[config.mk]
export PLATFORM = sky130hd
export DESIGN_NAME = uart_cmd_top
export DESIGN_NICKNAME = d
export VERILOG_FILES = /design/src/common/uart_pkg.sv /design/src/common/uart_byte_if.sv /design/src/hw/uart/uart_rx.sv /design/src/hw/uart/uart_tx.sv /design/src/hw/cmd_responder.sv /design/src/hw/uart_cmd_top.sv
export SDC_FILE = /design/constraint.sdc
export NUM_CORES = 1
export LEC_CHECK = 0
export ABC_CLOCK_PERIOD_IN_PS = 2600
export BUFFER_PORTS_ARGS = -buffer_cell sky130_fd_sc_hd__buf_2
export CORE_MARGIN = 1.5
export CORE_UTILIZATION = 65
export CTS_CLUSTER_DIAMETER = 80
export CTS_CLUSTER_SIZE = 10
export DETAILED_ROUTE_END_ITERATION = 6
export GPL_TIMING_DRIVEN = 0
export PLACE_DENSITY = 0.9
export SLEW_MARGIN = 0
export SYNTH_ARGS = -nofsm -noshare
export SYNTH_HDL_FRONTEND = slang
export SYNTH_SLANG_ARGS = --single-unit
[constraint.sdc]
create_clock -name clk -period 2.6 [get_ports clk]
set_input_delay 0.13 -clock clk [delete_from_list [all_inputs] [get_ports clk]]
set_output_delay 0.13 -clock clk [all_outputs]
set_load 0.03 [all_outputs]
[src/common/uart_pkg.sv]
/*
 * Shared constants for the UART command link
 * Frame timing, command opcodes and reply bytes
 */

package uart_pkg;

    // Serial timing, kept short for simulation
    localparam int CLKS_PER_BIT = 16;           // Clock cycles per serial bit
    localparam int HALF_BIT     = CLKS_PER_BIT / 2; // Start bit check point
    localparam int CNT_W        = $clog2(CLKS_PER_BIT); // Bit timer width

    // Frame layout
    localparam int DATA_BITS  = 8;              // Payload bits, LSB first
    localparam int FRAME_BITS = 11;             // Start + data + parity + stop
    localparam int FBIT_W     = $clog2(FRAME_BITS);

    // Command opcodes in the upper nibble
    localparam logic [3:0] OP_ON  = 4'h6;       // Set LED bits
    localparam logic [3:0] OP_OFF = 4'hD;       // Clear LED bits
    localparam logic [3:0] OP_TOG = 4'h9;       // Toggle LED bits

    // Reply bytes
    localparam logic [7:0] REPLY_ACK = 8'h3C;
    localparam logic [7:0] REPLY_NAK = 8'hC3;

    // LED register
    localparam int LED_W = 3;

endpackage

[src/common/uart_byte_if.sv]
/*
 * Byte stream with valid/ready handshake
 * perr travels with the byte from the receiver
 */

`timescale 1ns/1ps

interface uart_byte_if;

    logic [7:0] data;   // Payload byte
    logic       valid;  // Source has a byte
    logic       ready;  // Sink can take it
    logic       perr;   // Parity error for this byte

    // Producer side
    modport src (
        output data,
        output valid,
        output perr,
        input  ready
    );

    // Consumer side
    modport dst (
        input  data,
        input  valid,
        input  perr,
        output ready
    );

endinterface

[src/hw/uart/uart_rx.sv]
/*
 * UART receiver, 8 data bits, even parity, one stop bit
 * Samples mid-bit and keeps one received byte for the consumer
 */

`timescale 1ns/1ps

module uart_rx import uart_pkg::*; (
    input  logic   clk,
    input  logic   rst,
    input  logic   rx,
    uart_byte_if.src out
);

    typedef enum logic [2:0] {
        S_IDLE,
        S_START,
        S_DATA,
        S_PARITY,
        S_STOP
    } state_t;

    state_t                 state;
    logic                   rx_meta;        // First synchronizer stage
    logic                   rx_sync;        // Safe to use in FSM
    logic [CNT_W-1:0]       cnt;            // Cycles within current bit
    logic [2:0]             bit_idx;        // Data bit being received
    logic [DATA_BITS-1:0]   shift_reg;      // Assembles LSB first
    logic                   par_bit;        // Received parity bit
    logic                   bit_end;        // Mid-bit sample point
    logic                   frame_done;     // Stop bit sampled
    logic                   load;           // Frame goes to holding reg

    assign bit_end    = (cnt == CNT_W'(CLKS_PER_BIT - 1));
    assign frame_done = (state == S_STOP) && bit_end;
    // Drop the frame if the holding reg is full and not draining
    assign load       = frame_done && (!out.valid || out.ready);

    // Two-flop synchronizer, idles high like the line
    always_ff @(posedge clk) begin
        if (rst) begin
            rx_meta <= 1'b1;
            rx_sync <= 1'b1;
        end else begin
            rx_meta <= rx;
            rx_sync <= rx_meta;
        end
    end

    always_ff @(posedge clk) begin
        if (rst) begin
            state   <= S_IDLE;
            cnt     <= '0;
            bit_idx <= '0;
        end else begin
            case (state)
                S_IDLE: begin
                    cnt     <= '0;
                    bit_idx <= '0;
                    if (!rx_sync) state <= S_START;     // Falling start edge
                end
                S_START: begin
                    if (cnt == CNT_W'(HALF_BIT - 1)) begin
                        cnt <= '0;
                        // Glitch rejection, start must still be low
                        state <= rx_sync ? S_IDLE : S_DATA;
                    end else begin
                        cnt <= cnt + 1'b1;
                    end
                end
                S_DATA: begin
                    if (bit_end) begin
                        cnt       <= '0;
                        shift_reg <= {rx_sync, shift_reg[DATA_BITS-1:1]};
                        bit_idx   <= bit_idx + 1'b1;
                        if (bit_idx == 3'd7) state <= S_PARITY;
                    end else begin
                        cnt <= cnt + 1'b1;
                    end
                end
                S_PARITY: begin
                    if (bit_end) begin
                        cnt     <= '0;
                        par_bit <= rx_sync;
                        state   <= S_STOP;
                    end else begin
                        cnt <= cnt + 1'b1;
                    end
                end
                S_STOP: begin
                    if (bit_end) begin
                        cnt   <= '0;
                        state <= S_IDLE;            // Stop level not checked
                    end else begin
                        cnt <= cnt + 1'b1;
                    end
                end
                default: state <= S_IDLE;
            endcase
        end
    end

    // Holding register towards the responder
    always_ff @(posedge clk) begin
        if (rst) begin
            out.valid <= 1'b0;
        end else if (load) begin
            out.valid <= 1'b1;
        end else if (out.ready) begin
            out.valid <= 1'b0;                      // Byte taken
        end
    end

    always_ff @(posedge clk) begin
        if (load) begin
            out.data <= shift_reg;
            out.perr <= ^{shift_reg, par_bit};      // Even parity fails if odd
        end
    end

endmodule

[src/hw/uart/uart_tx.sv]
/*
 * UART transmitter, frames a byte with even parity
 * One byte in flight, ready only while idle
 */

`timescale 1ns/1ps

module uart_tx import uart_pkg::*; (
    input  logic   clk,
    input  logic   rst,
    uart_byte_if.dst in,
    output logic   tx
);

    logic                   busy;           // Frame on the line
    logic [CNT_W-1:0]       cnt;            // Cycles within current bit
    logic [FBIT_W-1:0]      bit_cnt;        // Bit now on the line
    logic [FRAME_BITS-2:0]  shift_reg;      // Bits after the start bit
    logic                   take;           // Handshake completes
    logic                   bit_end;

    assign in.ready = !busy;
    assign take     = in.valid && in.ready;
    assign bit_end  = (cnt == CNT_W'(CLKS_PER_BIT - 1));

    always_ff @(posedge clk) begin
        if (rst) begin
            busy    <= 1'b0;
            tx      <= 1'b1;                    // Line idles high
            cnt     <= '0;
            bit_cnt <= '0;
        end else if (take) begin
            busy    <= 1'b1;
            tx      <= 1'b0;                    // Start bit next cycle
            cnt     <= '0;
            bit_cnt <= '0;
        end else if (busy) begin
            if (bit_end) begin
                cnt <= '0;
                if (bit_cnt == FBIT_W'(FRAME_BITS - 1)) begin
                    busy <= 1'b0;               // Stop bit done
                    tx   <= 1'b1;
                end else begin
                    tx      <= shift_reg[0];
                    bit_cnt <= bit_cnt + 1'b1;
                end
            end else begin
                cnt <= cnt + 1'b1;
            end
        end
    end

    // Stop, parity, data; start bit goes straight to tx
    always_ff @(posedge clk) begin
        if (take) begin
            shift_reg <= {1'b1, ^in.data, in.data};
        end else if (busy && bit_end) begin
            shift_reg <= {1'b1, shift_reg[FRAME_BITS-2:1]};
        end
    end

    // in.perr has no meaning on the reply path

endmodule

[src/hw/cmd_responder.sv]
/*
 * Command decoder and LED register
 * Answers each byte with ACK or NAK through the transmitter
 */

`timescale 1ns/1ps

module cmd_responder import uart_pkg::*; (
    input  logic            clk,
    input  logic            rst,
    uart_byte_if.dst        cmd,
    uart_byte_if.src        reply,
    output logic [LED_W-1:0] led
);

    logic [3:0]        opcode;
    logic [LED_W-1:0]  mask;
    logic              op_known;        // Upper nibble is a command
    logic              cmd_ok;          // Byte will be ACKed
    logic              accept;          // Byte taken this cycle
    logic [LED_W-1:0]  led_next;

    assign opcode = cmd.data[7:4];
    assign mask   = cmd.data[LED_W-1:0];

    // One reply slot, stall the receiver while it is full
    assign cmd.ready = !reply.valid;
    assign accept    = cmd.valid && cmd.ready;

    always_comb begin
        op_known = 1'b0;
        led_next = led;
        case (opcode)
            OP_ON: begin
                op_known = 1'b1;
                led_next = led | mask;
            end
            OP_OFF: begin
                op_known = 1'b1;
                led_next = led & ~mask;
            end
            OP_TOG: begin
                op_known = 1'b1;
                led_next = led ^ mask;
            end
            default: op_known = 1'b0;
        endcase
    end

    // Bit 3 reserved, must be zero
    assign cmd_ok = op_known && !cmd.data[3] && !cmd.perr;

    always_ff @(posedge clk) begin
        if (rst) begin
            led         <= '0;
            reply.valid <= 1'b0;
        end else if (accept) begin
            if (cmd_ok) led <= led_next;    // Rejected byte leaves LEDs alone
            reply.valid <= 1'b1;
        end else if (reply.ready) begin
            reply.valid <= 1'b0;            // Transmitter took the reply
        end
    end

    always_ff @(posedge clk) begin
        if (accept) begin
            reply.data <= cmd_ok ? REPLY_ACK : REPLY_NAK;
        end
    end

    assign reply.perr = 1'b0;

endmodule

[src/hw/uart_cmd_top.sv]
/*
 * UART command link top level
 * Receiver, responder and transmitter on plain board ports
 */

`timescale 1ns/1ps

module uart_cmd_top import uart_pkg::*; (
    input  logic             clk,
    input  logic             rst,
    input  logic             rx,        // Serial in
    output logic             tx,        // Serial out, idle high
    output logic [LED_W-1:0] led
);

    uart_byte_if rx_bus ();             // Receiver to responder
    uart_byte_if tx_bus ();             // Responder to transmitter

    uart_rx u_rx (
        .clk (clk),
        .rst (rst),
        .rx  (rx),
        .out (rx_bus.src)
    );

    cmd_responder u_resp (
        .clk   (clk),
        .rst   (rst),
        .cmd   (rx_bus.dst),
        .reply (tx_bus.src),
        .led   (led)
    );

    uart_tx u_tx (
        .clk (clk),
        .rst (rst),
        .in  (tx_bus.dst),
        .tx  (tx)
    );

endmodule

==> results.py <==
metrics = {
    "finish": {
        "final_cells": 287,
        "drive_gt1_share_pct": 12.13,
        "fin_nets": 253,
        "final_cell_mix": "33 x nand2_1, 29 x edfxtp_1, 27 x dfxtp_1, 19 x nor2_1, 13 x a21oi_1",
        "largest_reg_flops": 9,
        "final_common_cell": "nand2_1",
        "fillers": 263,
        "syn_to_final_growth_pct": 7.638,
        "antenna_cells": 0,
        "fin_util_pct": 72.73,
    },
    "die": {
        "die_h_um": 64.69,
        "num_rows": 22,
        "die-area_um2": 4185,
        "die_x_um": 64.69,
        "core_area_um2": 3661,
        "io_pins": 7,
        "start_util_pct": 67.57,
    },
    "sta": {
        "finalCriticalPeriod_ps": 1996,
        "fin_crit_sh_pct": 76.77,
        "worst_pin_slew_ps": 808.0,
        "fin_tns_setup_ps": 0,
        "whs_ps": 359.7,
        "rsz0062_at_grt": "false",
        "fmaxAchievable_mhz": 501.0,
        "slew_violations": 0,
        "finalHoldViolCount": 0,
        "setup_violations": 0,
        "relSlewSlack_pct": 46.14,
        "final.setup_skew_ps": 10.76,
    },
    "placement": {
        "dp_hpwl_um": 2852,
        "numPortBuffers": 6,
        "dp_cells": 278,
        "place_congestion": 0.8524,
    },
    "worst_setup_path": {
        "worst_setup_path_start_kind": "flip-flop",
        "crit_path_max_incr_delay_ps": 500,
        "rr_worst_depth": 5,
        "timing.critical_path.cells": "ha_1 > nand3_2 > nor2_1 > nand3b_1 > nor2_1",
        "cp.arrival_ps": 1940,
        "cp_max_fo": 8,
        "path_class": "reg -> reg",
        "crit_path_end_kind": "flip-flop",
        "critPathMostFrequentCell": "nor2_1",
        "crit_slowest_cell": "nor2_1",
        "crit_required_ps": 2550,
    },
    "routing": {
        "met1_length_um": 1821,
        "via_per_inst": 5.592,
        "route.detailed.drc": 0,
        "vias": 1605,
        "wire_per_inst_um": 13.56,
        "drt_iter0_drc": 115,
        "topRoutingLayerUsed": "met4",
        "postRouteAntennaNets": 0,
        "dr_wl_met2_um": 1886,
        "firstDrtPassIters": 4,
        "routed_wl_um": 3891,
        "wl_met3_um": 113,
    },
    "yosys": {
        "synth_edf_count": 29,
        "synth_area_per_cell_um2": 11.04,
        "syn_inst": 224,
        "synthArstFlopShare_pct": 0,
        "synth_cell_type_count": 42,
        "ys_ff_latch": 56,
        "synthFlopType": "edfxtp_1",
        "synth_fp_nets": 239,
        "ys.warnings.count": 0,
        "synth_seq_area_share_pct": 57.06,
        "netlist_area_um2": 2474,
    },
    "clocking": {
        "cts_max_level": 2,
        "cts_buffers": 5,
        "clock-root-buffer": "clkbuf_8",
        "cts_resized": 0,
        "cts_setup_buffers": 0,
        "clockBufferDepth": 2,
        "cts_sinks": 56,
        "cts.reportedPaths.clkPinSlew_ps": 100,
        "cts_hold_buf": 1,
        "cts_tree": "done",
        "clk_latency_ps": 310,
    },
    "pwr": {
        "power_uw": 1411,
        "peakVddDrop_uv": 378.4,
        "p_leak_uw": 0.001013,
        "p_per_area_nw_per_um2": 530.1,
    },
    "grt": {
        "grt-ovfl-total": 0,
        "grt_max_degree": 18,
        "grtUsageTotal_pct": 21.22,
        "grt_pass1_wl_um": 6679,
        "antenna_found_initial": 0,
        "grt_pass1_vias": 1489,
    },
    "worst_hold_path": {
        "hp-class": "in -> reg",
        "min_path_cells": 3,
    },
    "run_status": {
        "outcome": "completed",
    },
    "run": {
        "drv_cap": 0,
    },
}
-- worst paths after layout --
kind / slack [ps] / to / start
worst min register to register: 420 / u_rx.rx_sync$_SDFF_PP1_ / u_rx.rx_meta$_SDFF_PP1_
worst max-delay path: 600 / u_rx.shift_reg[7]$_DFFE_PP_ / u_rx.cnt[0]$_SDFFE_PP0P_
worst max register to register: 600 / u_rx.shift_reg[7]$_DFFE_PP_ / u_rx.cnt[0]$_SDFFE_PP0P_
worst min-delay path: 360 / u_resp.led[2]$_SDFFE_PP0P_ / rst
-- worst max-delay path: cells and delay by family, from the launching register on --
family	cells	cell delay [ps]
and+or+nand+nor	4	1010
DFF	1	370
adders and majority gates	1	260
-- cells in the mapped netlist, types with 2 or more instances --
| library cell | count | area share [%] |
|---|---|---|
| a211o_1 | 3 | 1.1 |
| a211oi_1 | 5 | 1.5 |
| a21oi_1 | 13 | 2.6 |
| and2b_1 | 3 | 0.91 |
| and3_2 | 2 | 0.61 |
| and3b_1 | 2 | 0.71 |
| buf_2 | 3 | 0.61 |
| clkbuf_1 | 5 | 0.76 |
| dfxtp_1 | 27 | 22 |
| edfxtp_1 | 29 | 35 |
| ha_1 | 12 | 6.1 |
| inv_1 | 10 | 1.5 |
| mux2_2 | 2 | 0.91 |
| mux2i_1 | 2 | 0.81 |
| nand2_1 | 33 | 5.0 |
| nand2b_1 | 2 | 0.51 |
| nand3_1 | 5 | 1.0 |
| nand3_2 | 3 | 1.2 |
| nand3b_1 | 2 | 0.61 |
| nand4_1 | 3 | 0.76 |
| nor2_1 | 19 | 2.9 |
| nor2b_1 | 3 | 0.76 |
| nor3b_1 | 2 | 0.61 |
| o21ai_0 | 3 | 0.61 |
| or2_2 | 2 | 0.51 |
| xnor2_1 | 8 | 2.8 |
| xor2_1 | 6 | 2.1 |
-- report_power, final --
group / total [µW] / switching (µW) / internal, µW / leakage [µW]
clock network: 468 / 276 / 192 / 0.0000414
logic: 21.0 / 13.4 / 7.57 / 0.000494
registers: 923 / 1.42 / 921 / 0.000478
total: 1410 / 291 / 1120 / 0.00101
-- kinds of logic (layout without fill, tap and decap cells) --
family | count (synthesis) | count (layout) | share of synthesized area, %
fa+ha+maj | 12 | 12 | 6.070
mux | 4 | 4 | 1.720
compound gates | 31 | 31 | 8.245
simple gates | 89 | 89 | 19.07
buf+inv | 18 | 33 | 2.883
flops | 56 | 56 | 57.06
xor+xnor | 14 | 14 | 4.957
-- layout make-up --
class	instances	area, µm²	area share [%]
buffer	8	33.78	1.269
clock buffer	6	72.57	2.726
clock inverter	2	16.27	0.6109
inverter	10	37.54	1.410
multi-input combinational	150	991.0	37.22
sequential	56	1411	53.01
tap	48	60.06	2.256
timing repair buffer	7	40.04	1.504
-- per-stage QoR --
step,worst slack (ps),area (µm²)
floorplan,861.5,2474
global placement,663.1,2564
detailed placement,602.4,2564
CTS,598.7,2663
global route,418.4,2663
finish,604.0,2663
-- routing by layer --
metal  up-vias  global-route usage (%)
li1        808                       -
met1       769                   27.23
met2        22                   34.64
met3         6                   5.208
met4         0                   8.777
met5         -                       0
Power figures use the tool's default switching activity.
